## src/source/tiny_proc_pkg.sv

```systemverilog
//------------------------------
// tiny_proc shared definitions
// opcodes, select codes, instruction views
//------------------------------

package tiny_proc_pkg;

  // major opcodes of the subset
  localparam logic [6:0] OPC_OP     = 7'b0110011;
  localparam logic [6:0] OPC_OPIMM  = 7'b0010011;
  localparam logic [6:0] OPC_LOAD   = 7'b0000011;
  localparam logic [6:0] OPC_STORE  = 7'b0100011;
  localparam logic [6:0] OPC_BRANCH = 7'b1100011;
  localparam logic [6:0] OPC_JAL    = 7'b1101111;
  localparam logic [6:0] OPC_SYSTEM = 7'b1110011;

  // manager csr numbers
  localparam logic [11:0] CSR_MNGR2PROC = 12'hFC0;
  localparam logic [11:0] CSR_PROC2MNGR = 12'h7C0;

  // alu function
  localparam logic [1:0] ALU_ADD    = 2'd0;
  localparam logic [1:0] ALU_CP_OP2 = 2'd1;

  // writeback source
  localparam logic [1:0] WB_ALU  = 2'd0;
  localparam logic [1:0] WB_MEM  = 2'd1;
  localparam logic [1:0] WB_MNGR = 2'd2;

  // immediate format
  localparam logic [1:0] IMM_I = 2'd0;
  localparam logic [1:0] IMM_S = 2'd1;
  localparam logic [1:0] IMM_B = 2'd2;
  localparam logic [1:0] IMM_J = 2'd3;

  // operand 2 source in D
  localparam logic [1:0] OP2_RF  = 2'd0;
  localparam logic [1:0] OP2_IMM = 2'd1;
  localparam logic [1:0] OP2_PC4 = 2'd2;

  // dmem request layout is {type, addr, data}
  localparam logic MEM_REQ_READ  = 1'b0;
  localparam logic MEM_REQ_WRITE = 1'b1;
  localparam int   MEM_REQ_BITS  = 65;

  localparam logic [31:0] RESET_PC = 32'h200;

  // one instruction word, four field layouts
  typedef union packed {
    struct packed {
      logic [6:0] funct7;
      logic [4:0] rs2;
      logic [4:0] rs1;
      logic [2:0] funct3;
      logic [4:0] rd;
      logic [6:0] opcode;
    } r_fmt;
    struct packed {
      logic [11:0] imm12;
      logic [4:0]  rs1;
      logic [2:0]  funct3;
      logic [4:0]  rd;
      logic [6:0]  opcode;
    } i_fmt;
    struct packed {
      logic [6:0] imm_hi;
      logic [4:0] rs2;
      logic [4:0] rs1;
      logic [2:0] funct3;
      logic [4:0] imm_lo;
      logic [6:0] opcode;
    } s_fmt;
    struct packed {
      logic       imm12;
      logic [5:0] imm10_5;
      logic [4:0] rs2;
      logic [4:0] rs1;
      logic [2:0] funct3;
      logic [3:0] imm4_1;
      logic       imm11;
      logic [6:0] opcode;
    } b_fmt;
  } inst_u;

endpackage
```

## src/source/tiny_proc.sv

```systemverilog
//------------------------------
// tiny_proc top
// 3-stage core with streaming mem and manager ports
//------------------------------

`timescale 1ns/1ps

module tiny_proc
  import tiny_proc_pkg::*;
(
  input  logic        clk,
  input  logic        reset,

  input  logic [31:0] mngr2proc_msg,
  input  logic        mngr2proc_val,
  output logic        mngr2proc_rdy,

  output logic [31:0] proc2mngr_msg,
  output logic        proc2mngr_val,
  input  logic        proc2mngr_rdy,

  output logic [31:0] imem_req_addr,
  output logic        imem_req_val,
  input  logic        imem_req_rdy,

  input  logic [31:0] imem_resp_msg,
  input  logic        imem_resp_val,
  output logic        imem_resp_rdy,

  output logic        dmem_req_type,
  output logic [31:0] dmem_req_addr,
  output logic [31:0] dmem_req_data,
  output logic        dmem_req_val,
  input  logic        dmem_req_rdy,

  input  logic [31:0] dmem_resp_msg,
  input  logic        dmem_resp_val,
  output logic        dmem_resp_rdy
);

  // queue enq side
  logic [31:0] ireq_addr_enq, dreq_addr_enq, dreq_data_enq, p2m_msg_enq;
  logic        ireq_val_enq, ireq_rdy_enq, dreq_val_enq, dreq_rdy_enq;
  logic        dreq_type_enq, p2m_val_enq, p2m_rdy_enq;

  // drop unit output side
  logic [31:0] iresp_msg_d;
  logic        iresp_val_d, iresp_rdy_d, drop;

  // ctrl to dpath
  logic        reg_en_f, reg_en_d, reg_en_x, pc_sel_f, rf_wen_x, br_taken_d;
  logic [1:0]  imm_type_d, op2_sel_d, alu_fn_x, wb_sel_x;
  logic [4:0]  rf_waddr_x;
  inst_u       inst_d;

  //------------------------------
  // request and manager queues
  //------------------------------
  tiny_proc_bypass_queue #(.MSG_BITS(32)) imem_req_q_i
  (
    .clk     (clk),
    .reset   (reset),
    .enq_msg (ireq_addr_enq),
    .enq_val (ireq_val_enq),
    .enq_rdy (ireq_rdy_enq),
    .deq_msg (imem_req_addr),
    .deq_val (imem_req_val),
    .deq_rdy (imem_req_rdy)
  );

  tiny_proc_bypass_queue #(.MSG_BITS(MEM_REQ_BITS)) dmem_req_q_i
  (
    .clk     (clk),
    .reset   (reset),
    .enq_msg ({dreq_type_enq, dreq_addr_enq, dreq_data_enq}),
    .enq_val (dreq_val_enq),
    .enq_rdy (dreq_rdy_enq),
    .deq_msg ({dmem_req_type, dmem_req_addr, dmem_req_data}),
    .deq_val (dmem_req_val),
    .deq_rdy (dmem_req_rdy)
  );

  tiny_proc_bypass_queue #(.MSG_BITS(32)) proc2mngr_q_i
  (
    .clk     (clk),
    .reset   (reset),
    .enq_msg (p2m_msg_enq),
    .enq_val (p2m_val_enq),
    .enq_rdy (p2m_rdy_enq),
    .deq_msg (proc2mngr_msg),
    .deq_val (proc2mngr_val),
    .deq_rdy (proc2mngr_rdy)
  );

  tiny_proc_drop_unit drop_unit_i
  (
    .clk         (clk),
    .reset       (reset),
    .drop        (drop),
    .istream_msg (imem_resp_msg),
    .istream_val (imem_resp_val),
    .istream_rdy (imem_resp_rdy),
    .ostream_msg (iresp_msg_d),
    .ostream_val (iresp_val_d),
    .ostream_rdy (iresp_rdy_d)
  );

  //------------------------------
  // control and datapath
  //------------------------------
  tiny_proc_ctrl ctrl_i
  (
    .clk           (clk),
    .reset         (reset),
    .imem_req_val  (ireq_val_enq),
    .imem_req_rdy  (ireq_rdy_enq),
    .imem_resp_val (iresp_val_d),
    .imem_resp_rdy (iresp_rdy_d),
    .drop          (drop),
    .dmem_req_val  (dreq_val_enq),
    .dmem_req_rdy  (dreq_rdy_enq),
    .dmem_req_type (dreq_type_enq),
    .dmem_resp_val (dmem_resp_val),
    .dmem_resp_rdy (dmem_resp_rdy),
    .mngr2proc_val (mngr2proc_val),
    .mngr2proc_rdy (mngr2proc_rdy),
    .proc2mngr_val (p2m_val_enq),
    .proc2mngr_rdy (p2m_rdy_enq),
    .reg_en_f      (reg_en_f),
    .reg_en_d      (reg_en_d),
    .reg_en_x      (reg_en_x),
    .pc_sel_f      (pc_sel_f),
    .imm_type_d    (imm_type_d),
    .op2_sel_d     (op2_sel_d),
    .alu_fn_x      (alu_fn_x),
    .wb_sel_x      (wb_sel_x),
    .rf_wen_x      (rf_wen_x),
    .rf_waddr_x    (rf_waddr_x),
    .inst_d        (inst_d),
    .br_taken_d    (br_taken_d)
  );

  tiny_proc_dpath dpath_i
  (
    .clk            (clk),
    .reset          (reset),
    .reg_en_f       (reg_en_f),
    .reg_en_d       (reg_en_d),
    .reg_en_x       (reg_en_x),
    .pc_sel_f       (pc_sel_f),
    .imm_type_d     (imm_type_d),
    .op2_sel_d      (op2_sel_d),
    .alu_fn_x       (alu_fn_x),
    .wb_sel_x       (wb_sel_x),
    .rf_wen_x       (rf_wen_x),
    .rf_waddr_x     (rf_waddr_x),
    .imem_req_addr  (ireq_addr_enq),
    .imem_resp_msg  (iresp_msg_d),
    .dmem_req_addr  (dreq_addr_enq),
    .dmem_req_data  (dreq_data_enq),
    .dmem_resp_data (dmem_resp_msg),
    .mngr2proc_msg  (mngr2proc_msg),
    .proc2mngr_msg  (p2m_msg_enq),
    .inst_d         (inst_d),
    .br_taken_d     (br_taken_d)
  );

endmodule

```

## src/source/tiny_proc_dpath.sv

```systemverilog
//------------------------------
// tiny_proc datapath
// pc, regfile, immediates, alu and writeback
//------------------------------

`timescale 1ns/1ps

module tiny_proc_dpath
  import tiny_proc_pkg::*;
(
  input  logic        clk,
  input  logic        reset,

  input  logic        reg_en_f,
  input  logic        reg_en_d,
  input  logic        reg_en_x,
  input  logic        pc_sel_f,
  input  logic [1:0]  imm_type_d,
  input  logic [1:0]  op2_sel_d,
  input  logic [1:0]  alu_fn_x,
  input  logic [1:0]  wb_sel_x,
  input  logic        rf_wen_x,
  input  logic [4:0]  rf_waddr_x,

  output logic [31:0] imem_req_addr,
  input  logic [31:0] imem_resp_msg,
  output logic [31:0] dmem_req_addr,
  output logic [31:0] dmem_req_data,
  input  logic [31:0] dmem_resp_data,
  input  logic [31:0] mngr2proc_msg,
  output logic [31:0] proc2mngr_msg,

  output inst_u       inst_d,
  output logic        br_taken_d
);

  logic [31:0] pc_f, pc_d, br_target_d;
  logic [31:0] rf [32];
  logic [31:0] rs1_data, rs2_data, imm_d, op2_d;
  logic [31:0] op1_x, op2_x, sdata_x, alu_out_x, wb_data_x;

  //------------------------------
  // F and D registers
  //------------------------------
  // pc_f stays on the outstanding fetch until its response lands
  always_ff @(posedge clk)
  begin
    if (reset)
      pc_f <= RESET_PC;
    else if (reg_en_f)
      pc_f <= pc_sel_f ? br_target_d : pc_f + 32'd4;
  end

  always_ff @(posedge clk)
  begin
    if (reg_en_d)
    begin
      pc_d   <= pc_f;
      inst_d <= imem_resp_msg;
    end
  end

  assign imem_req_addr = pc_f;

  // x0 hardwired to zero on read
  assign rs1_data = (inst_d.r_fmt.rs1 == 5'd0) ? 32'd0 : rf[inst_d.r_fmt.rs1];
  assign rs2_data = (inst_d.r_fmt.rs2 == 5'd0) ? 32'd0 : rf[inst_d.r_fmt.rs2];

  // sign-extended immediates
  always_comb
  begin
    case (imm_type_d)
      IMM_S:   imm_d = {{20{inst_d.s_fmt.imm_hi[6]}}, inst_d.s_fmt.imm_hi,
                        inst_d.s_fmt.imm_lo};
      IMM_B:   imm_d = {{20{inst_d.b_fmt.imm12}}, inst_d.b_fmt.imm11,
                        inst_d.b_fmt.imm10_5, inst_d.b_fmt.imm4_1, 1'b0};
      // j bits sit where the i view has rs1, funct3 and imm12
      IMM_J:   imm_d = {{12{inst_d.i_fmt.imm12[11]}}, inst_d.i_fmt.rs1,
                        inst_d.i_fmt.funct3, inst_d.i_fmt.imm12[0],
                        inst_d.i_fmt.imm12[10:1], 1'b0};
      default: imm_d = {{20{inst_d.i_fmt.imm12[11]}}, inst_d.i_fmt.imm12};
    endcase
  end

  always_comb
  begin
    case (op2_sel_d)
      OP2_RF:  op2_d = rs2_data;
      OP2_PC4: op2_d = pc_d + 32'd4;
      default: op2_d = imm_d;
    endcase
  end

  // bne compare and shared target adder
  assign br_taken_d  = (rs1_data != rs2_data);
  assign br_target_d = pc_d + imm_d;

  //------------------------------
  // X stage
  //------------------------------
  always_ff @(posedge clk)
  begin
    if (reg_en_x)
    begin
      op1_x   <= rs1_data;
      op2_x   <= op2_d;
      sdata_x <= rs2_data;
    end
  end

  assign alu_out_x = (alu_fn_x == ALU_CP_OP2) ? op2_x : op1_x + op2_x;

  always_comb
  begin
    case (wb_sel_x)
      WB_MEM:  wb_data_x = dmem_resp_data;
      WB_MNGR: wb_data_x = mngr2proc_msg;
      default: wb_data_x = alu_out_x;
    endcase
  end

  always_ff @(posedge clk)
  begin
    if (rf_wen_x)
      rf[rf_waddr_x] <= wb_data_x;
  end

  assign dmem_req_addr = alu_out_x;
  assign dmem_req_data = sdata_x;
  // csrw sends rs1 as read in D
  assign proc2mngr_msg = op1_x;

endmodule

```

## src/source/tiny_proc_ctrl.sv

```systemverilog
//------------------------------
// tiny_proc control unit
// stage valids, decode, stalls, redirect and handshakes
//------------------------------

`timescale 1ns/1ps

module tiny_proc_ctrl
  import tiny_proc_pkg::*;
(
  input  logic       clk,
  input  logic       reset,

  output logic       imem_req_val,
  input  logic       imem_req_rdy,
  input  logic       imem_resp_val,
  output logic       imem_resp_rdy,
  output logic       drop,

  output logic       dmem_req_val,
  input  logic       dmem_req_rdy,
  output logic       dmem_req_type,
  input  logic       dmem_resp_val,
  output logic       dmem_resp_rdy,

  input  logic       mngr2proc_val,
  output logic       mngr2proc_rdy,
  output logic       proc2mngr_val,
  input  logic       proc2mngr_rdy,

  output logic       reg_en_f,
  output logic       reg_en_d,
  output logic       reg_en_x,
  output logic       pc_sel_f,
  output logic [1:0] imm_type_d,
  output logic [1:0] op2_sel_d,
  output logic [1:0] alu_fn_x,
  output logic [1:0] wb_sel_x,
  output logic       rf_wen_x,
  output logic [4:0] rf_waddr_x,

  input  inst_u      inst_d,
  input  logic       br_taken_d
);

  logic       pend_f, val_d, val_x;
  logic       lw_x, sw_x, csrr_x, csrw_x, wen_x, req_done_x;
  logic       req_fire, resp_fire, dreq_fire;
  logic       done_x, stall_x, raw_d, stall_d, go_d, redirect;
  logic       rs1_en, rs2_en, wen_d, lw_d, sw_d, csrr_d, csrw_d, bne_d, jal_d;
  logic [1:0] alu_fn_d, wb_sel_d;

  //------------------------------
  // D decode
  //------------------------------
  always_comb
  begin
    {rs1_en, rs2_en, wen_d, lw_d, sw_d, csrr_d, csrw_d, bne_d, jal_d} = '0;
    imm_type_d = IMM_I;
    op2_sel_d  = OP2_IMM;
    alu_fn_d   = ALU_ADD;
    wb_sel_d   = WB_ALU;
    case (inst_d.r_fmt.opcode)
      OPC_OP:
      begin
        {rs1_en, rs2_en, wen_d} = 3'b111;
        op2_sel_d = OP2_RF;
      end
      // addi, lw and sw share the i/s immediate path
      OPC_OPIMM:  {rs1_en, wen_d} = 2'b11;
      OPC_LOAD:
      begin
        {rs1_en, wen_d, lw_d} = 3'b111;
        wb_sel_d = WB_MEM;
      end
      OPC_STORE:
      begin
        {rs1_en, rs2_en, sw_d} = 3'b111;
        imm_type_d = IMM_S;
      end
      OPC_BRANCH:
      begin
        {rs1_en, rs2_en, bne_d} = 3'b111;
        imm_type_d = IMM_B;
      end
      OPC_JAL:
      begin
        {wen_d, jal_d} = 2'b11;
        imm_type_d = IMM_J;
        op2_sel_d  = OP2_PC4;
        alu_fn_d   = ALU_CP_OP2;
      end
      OPC_SYSTEM:
      begin
        // csr number selects the direction
        csrr_d   = (inst_d.i_fmt.imm12 == CSR_MNGR2PROC);
        csrw_d   = (inst_d.i_fmt.imm12 == CSR_PROC2MNGR);
        wen_d    = csrr_d;
        rs1_en   = csrw_d;
        alu_fn_d = ALU_CP_OP2;
        wb_sel_d = WB_MNGR;
      end
      default: ;
    endcase
  end

  //------------------------------
  // X completion and handshakes
  //------------------------------
  assign dmem_req_val  = val_x && (lw_x || sw_x) && !req_done_x;
  assign dmem_req_type = sw_x ? MEM_REQ_WRITE : MEM_REQ_READ;
  assign dmem_resp_rdy = val_x && lw_x && req_done_x;
  assign mngr2proc_rdy = val_x && csrr_x;
  assign proc2mngr_val = val_x && csrw_x;
  assign dreq_fire     = dmem_req_val && dmem_req_rdy;

  always_comb
  begin
    if (lw_x)        done_x = dmem_resp_val && dmem_resp_rdy;
    else if (sw_x)   done_x = dreq_fire;
    else if (csrr_x) done_x = mngr2proc_val;
    else if (csrw_x) done_x = proc2mngr_rdy;
    else             done_x = 1'b1;
  end

  assign stall_x  = val_x && !done_x;
  assign rf_wen_x = val_x && wen_x && done_x;

  // no forwarding, so wait for the writer in X to retire
  assign raw_d = val_x && wen_x && (rf_waddr_x != 5'd0) &&
                 ((rs1_en && rf_waddr_x == inst_d.r_fmt.rs1) ||
                  (rs2_en && rf_waddr_x == inst_d.r_fmt.rs2));
  assign stall_d  = stall_x || raw_d;
  assign go_d     = val_d && !stall_d;
  assign reg_en_x = go_d;

  //------------------------------
  // fetch and redirect
  //------------------------------
  assign imem_req_val  = !pend_f;
  assign req_fire      = imem_req_val && imem_req_rdy;
  assign imem_resp_rdy = !val_d || go_d;
  assign resp_fire     = imem_resp_val && imem_resp_rdy;

  assign redirect = go_d && (jal_d || (bne_d && br_taken_d));
  // squash the one fetch issued past the branch
  assign drop     = redirect && (pend_f || req_fire);
  assign pc_sel_f = redirect;
  assign reg_en_f = resp_fire || redirect;
  assign reg_en_d = resp_fire;

  always_ff @(posedge clk)
  begin
    if (reset)
    begin
      {pend_f, val_d, val_x, req_done_x} <= '0;
      {lw_x, sw_x, csrr_x, csrw_x, wen_x} <= '0;
      alu_fn_x   <= ALU_ADD;
      wb_sel_x   <= WB_ALU;
      rf_waddr_x <= 5'd0;
    end
    else
    begin
      if (redirect)       pend_f <= 1'b0;
      else if (req_fire)  pend_f <= 1'b1;
      else if (resp_fire) pend_f <= 1'b0;

      if (resp_fire)      val_d <= 1'b1;
      else if (go_d)      val_d <= 1'b0;

      if (go_d)
      begin
        val_x      <= 1'b1;
        req_done_x <= 1'b0;
        {lw_x, sw_x, csrr_x, csrw_x, wen_x} <= {lw_d, sw_d, csrr_d, csrw_d, wen_d};
        alu_fn_x   <= alu_fn_d;
        wb_sel_x   <= wb_sel_d;
        rf_waddr_x <= inst_d.r_fmt.rd;
      end
      else
      begin
        if (done_x)    val_x      <= 1'b0;
        if (dreq_fire) req_done_x <= 1'b1;
      end
    end
  end

endmodule

```

## src/source/tiny_proc_drop_unit.sv

```systemverilog
//------------------------------
// imem response drop unit
// swallows the wrong-path response after a redirect
//------------------------------

`timescale 1ns/1ps

module tiny_proc_drop_unit
(
  input  logic        clk,
  input  logic        reset,

  input  logic        drop,

  input  logic [31:0] istream_msg,
  input  logic        istream_val,
  output logic        istream_rdy,

  output logic [31:0] ostream_msg,
  output logic        ostream_val,
  input  logic        ostream_rdy
);

  logic drop_pend_q;
  logic drop_active;

  // drop applies to the very next response, even in the same cycle
  assign drop_active = drop || drop_pend_q;

  assign ostream_msg = istream_msg;
  assign ostream_val = istream_val && !drop_active;

  // consumed locally while dropping
  assign istream_rdy = drop_active ? 1'b1 : ostream_rdy;

  always_ff @(posedge clk)
  begin
    if (reset)
    begin
      drop_pend_q <= 1'b0;
    end
    else if (drop_active && istream_val)
    begin
      // wrong-path response gone
      drop_pend_q <= 1'b0;
    end
    else if (drop)
    begin
      drop_pend_q <= 1'b1;
    end
  end

endmodule

```

## src/source/tiny_proc_bypass_queue.sv

```systemverilog
//------------------------------
// one-entry bypass queue
// passes through when empty, holds under back-pressure
//------------------------------

`timescale 1ns/1ps

module tiny_proc_bypass_queue
#(
  parameter int MSG_BITS = 32
)
(
  input  logic                clk,
  input  logic                reset,

  input  logic [MSG_BITS-1:0] enq_msg,
  input  logic                enq_val,
  output logic                enq_rdy,

  output logic [MSG_BITS-1:0] deq_msg,
  output logic                deq_val,
  input  logic                deq_rdy
);

  logic                full_q;
  logic [MSG_BITS-1:0] entry_q;
  logic                capture;

  // entry free means enq always accepted
  assign enq_rdy = !full_q;

  // stored entry has priority over the bypass path
  assign deq_val = full_q || enq_val;
  assign deq_msg = full_q ? entry_q : enq_msg;

  // enq seen but downstream not taking it
  assign capture = !full_q && enq_val && !deq_rdy;

  always_ff @(posedge clk)
  begin
    if (reset)
    begin
      full_q <= 1'b0;
    end
    else if (full_q && deq_rdy)
    begin
      full_q <= 1'b0;
    end
    else if (capture)
    begin
      full_q <= 1'b1;
    end
  end

  // payload only, qualified by full_q
  always_ff @(posedge clk)
  begin
    if (capture)
    begin
      entry_q <= enq_msg;
    end
  end

endmodule

```

## config.mk

```make
export PLATFORM = sky130hd
export DESIGN_NAME = tiny_proc
export DESIGN_NICKNAME = d
export VERILOG_FILES = /design/src/source/tiny_proc_pkg.sv /design/src/source/tiny_proc.sv /design/src/source/tiny_proc_dpath.sv /design/src/source/tiny_proc_ctrl.sv /design/src/source/tiny_proc_drop_unit.sv /design/src/source/tiny_proc_bypass_queue.sv
export SDC_FILE = /design/constraint.sdc
export NUM_CORES = 2
export LEC_CHECK = 0
export BUFFER_PORTS_ARGS = -buffer_cell sky130_fd_sc_hd__buf_2
export CELL_PAD_IN_SITES_DETAIL_PLACEMENT = 1
export CELL_PAD_IN_SITES_GLOBAL_PLACEMENT = 1
export CORE_AREA = 2 2 374 376
export DETAILED_ROUTE_END_ITERATION = 8
export DIE_AREA = 0 0 376 378
export MAX_ROUTING_LAYER = met4
export PLACE_DENSITY_LB_ADDON = 0.1
export SYNTH_ARGS = -nofsm -noshare
export SYNTH_HDL_FRONTEND = slang
export SYNTH_HIERARCHICAL = 1
export SYNTH_SLANG_ARGS = --single-unit
```

## constraint.sdc

```tcl
create_clock -name clk -period 7.6 [get_ports clk]
set_input_delay 0 -clock clk [delete_from_list [all_inputs] [get_ports clk]]
set_output_delay 0 -clock clk [all_outputs]
set_load 0.005 [all_outputs]
```

==> flow_metrics.py <==
metrics = {
    "routing": {
        "drc": 0,
        "wirelength_mm": 221.7,
        "detail-route-antenna-nets": 0,
        "vias": 40990,
        "drt-pass1-iter-count": 5,
        "dr.first_iter.drc_count": 4853,
        "avgRoutedWirePerCell_um": 36.23,
        "via_per_inst": 6.697,
    },
    "logic_synthesis": {
        "synth_area_leaders": "edfxtp_1, mux4_2, dfxtp_1, mux2_4, mux2_2",
        "ys_async_sr_fraction_pct": 0,
        "syn_nets": 3990,
        "synth_edf_count": 1313,
        "netlist_top_cells_count": "edfxtp_1, mux4_2, nand2_1, clkbuf_1, inv_1",
        "synth_most_common_cell": "edfxtp_1",
        "ys_ff_latch": 1376,
        "synth_top_area_share_pct": 58.66,
        "yosys_warnings": 6,
        "synth_top_cell_by_area": "edfxtp_1",
        "yosys.cell_types.count": 82,
        "synthFlopType": "edfxtp_1",
        "syn-instance-count": 3817,
        "yosysSeqAreaShare_pct": 60.53,
        "synthesis.area_um2": 67220,
        "syn_area_per_cell_um2": 17.61,
    },
    "timing": {
        "timing.fmax_ghz": 0.1511,
        "rsz0062_at_grt": "no",
        "setup-tns-final_ps": 0,
        "finalHoldViolCount": 0,
        "period_minus_slack_ps": 6618,
        "slew_violations": 0,
        "relSlewSlack_pct": 13.76,
        "finClkSkew_ps": 43.93,
        "finalCritPeriodShare_pct": 87.08,
        "setup_viol": 0,
        "worst_pin_slew_ps": 1291,
    },
    "clocking": {
        "ctsRootBufferMaster": "clkbuf_16",
        "cts_tree": "yes",
        "cts_buffer_depth": 3,
        "path_clk_slew_ps": 60,
        "htree_levels": 4,
        "clock-sinks": 1376,
        "cts_resized": 0,
        "insertion_delay_ps": 810,
        "cts_hold_buf": 87,
        "cts_setup_buffers": 0,
        "cts_buffers": 151,
    },
    "die": {
        "chipWidth_um": 376,
        "dieArea_um2": 142100,
        "io_pins": 239,
        "dieHeight_um": 378,
        "fp-row-count": 137,
        "fp.coreArea_um2": 138500,
        "start_util_pct": 48.53,
    },
    "global_routing": {
        "antenna_found_initial": 3,
        "busiest_layer": "met2",
        "grt_overflow": 0,
        "use_met3_pct": 4.306,
        "grt_pass1_wl_mm": 314.1,
        "grt_max_degree": 88,
        "first_global_vias": 41360,
        "grt.met2_usage_pct": 51.55,
        "track_usage_pct": 32.34,
        "grtUsageMet1_pct": 43.64,
    },
    "setup_path": {
        "worstPathRequired_ps": 8230,
        "critPathMaxFanout": 37,
        "path_cells": "buf_4, mux4_2, mux4_2, nor2b_1, a21oi_2, xor2_1, nand4_1, nor4_1, buf_4, nand4_1, and4_1, o21ai_0, nor3_1, nor2_1, and2_1, inv_1, a22oi_2, buf_4, buf_4, o21ai_0, a22oi_1, nor2_1",
        "timing.rr.end": "dpath_i/imem_req_addr[8]",
        "crit_arrival_ps": 7250,
        "cp-end-kind": "flop",
        "cp-start-kind": "flop",
        "rrSetupSlack_ps": 980,
        "rr_worst_depth": 22,
        "slowest_delay_ps": 840,
        "worst_path_max_delay_cell": "dfxtp_4",
        "worst_path_most_repeated_cell": "buf_4",
        "crit_type": "flop to flop",
    },
    "pwr": {
        "cellLeakagePower_uw": 0.02565,
        "peakVddDrop_mv": 0.2006,
        "p_per_area_nw_per_um2": 245.3,
    },
    "hold_path": {
        "hold_depth": 2,
        "min-delay-path-class": "input port to flop",
        "hp-start": "imem_resp_msg[16]",
        "min_to": "dpath_i/inst_d[16]",
    },
    "placed_design": {
        "post-place-cells": 5756,
        "place_congestion": 0.9011,
        "place.detailed.hpwl_mm": 144.7,
        "port_buffers": 238,
    },
    "finish": {
        "fin_cells": 6120,
        "drive_gt1_share_pct": 35.41,
        "fin_nets": 4362,
        "syn_to_final_growth_pct": 14.41,
        "fill_cells": 12480,
    },
    "job": {
        "drv_cap": 0,
    },
    "status": {
        "status": "finished clean",
    },
}
==> flip-flops by register name, indices dropped and copies added (netlist names), 2 cells and up, named ones only <==
| name | flops |
|---|---|
| dpath_i/op2_x | 32 |
| dpath_i/pc_d | 32 |
| dmem_req_q_i/entry_q | 65 |
| dpath_i/imem_req_addr | 32 |
| dpath_i/dmem_req_data | 32 |
| dpath_i/rf | 1024 |
| ctrl_i/wb_sel_x | 2 |
| imem_req_q_i/entry_q | 32 |
| dpath_i/proc2mngr_msg | 32 |
| ctrl_i/rf_waddr_x | 5 |
| proc2mngr_q_i/entry_q | 32 |
| dpath_i/inst_d | 32 |
==> layer usage <==
| layer | wire length (um) | vias to the layer above |
|---|---|---|
| met5 | 0 | - |
| met4 | 7322 | 0 |
| met3 | 17290 | 371 |
| met2 | 108800 | 2009 |
| met1 | 88310 | 22070 |
| li1 | - | 16530 |
==> report_power, final <==
group          switching, uW  internal (uW)  leakage [uW]
Clock                   3070           4230       0.00238
Sequential               155           8730        0.0124
Combinational           1610           1070        0.0108
Total                   4840          14000        0.0256
==> cell usage in the layout, fill, tap and decap left out, types with 22 or more instances in the layout <==
cell type and instances:
mux2i_1 24, dlygate4sd3_1 87, clkinv_2 25, mux2_4 76, buf_4 139, edfxtp_1 1313, mux4_2 640, xnor2_1 52
a21o_1 30, nand2b_1 26, nand3_1 43, inv_1 128, buf_2 238, nor2_1 92, clkinv_1 27, nand4_1 22
mux2_2 78, nor3_1 30, o22ai_1 38, ha_1 66, dfxtp_1 52, xor2_1 58, nor2_4 33, clkbuf_1 31
clkbuf_16 156, o21ai_0 120, nor2b_1 27, a21oi_1 94, buf_12 22, nand2_1 160
==> cell type report <==
type	instances	area (um2)	share of cell area, %
diodes	1	2.502	0.003254
inverters	130	493.0	0.6410
flip-flops and latches	1376	40730	52.96
clock inverters	83	778.2	1.012
well taps	1807	2261	2.940
clock buffers	193	4103	5.335
repair buffers	486	3546	4.611
multi-input cells	2044	25000	32.50
==> logic make-up after synthesis <==
| family | after synthesis | synth area share, % |
|---|---|---|
| other | 1 | 0.005579 |
| and+or+nand+nor | 539 | 3.941 |
| DFF | 1376 | 60.53 |
| AOI/OAI and AO/OA | 505 | 4.964 |
| xor gates and xnor gates | 110 | 1.433 |
| buffers and inverters | 397 | 2.978 |
| muxes | 820 | 24.84 |
| adders and majority gates | 69 | 1.307 |
==> critical path: cells and delay by family, from the launching register on <==
| kind | cells | cell delay, ps |
|---|---|---|
| and+or+nand+nor | 9 | 1950 |
| buffers and inverters | 5 | 1420 |
| AOI/OAI and AO/OA | 5 | 1060 |
| muxes | 2 | 870 |
| DFF | 1 | 840 |
| xor gates and xnor gates | 1 | 220 |
==> through the flow <==
step,utilization (%),setup slack [ps],area [um2],hold WS (ps),total power (uW)
2_1_floorplan,-,1385,67220,75.08,10570
3_3_place_gp,51.37,1189,71150,181.6,11610
3_5_place_dp,51.37,1043,71150,179.2,11660
4_1_cts,55.52,1035,76900,0.9607,18950
5_1_grt,55.52,621.5,76900,27.15,19390
6_report,55.53,981.9,76900,31.26,18860
==> worst max path at each step <==
stage,to,slack (ps),depth (start not counted)
finish,dpath_i/imem_req_addr[8],980,22
CTS,dpath_i/imem_req_addr[14],1040,21
floorplan,flop,1380,19
global placement,dpath_i/imem_req_addr[9],1190,20
global route,dpath_i/imem_req_addr[8],620,21
detailed placement,dpath_i/imem_req_addr[17],1040,20
(Power assumes the default switching activity.)
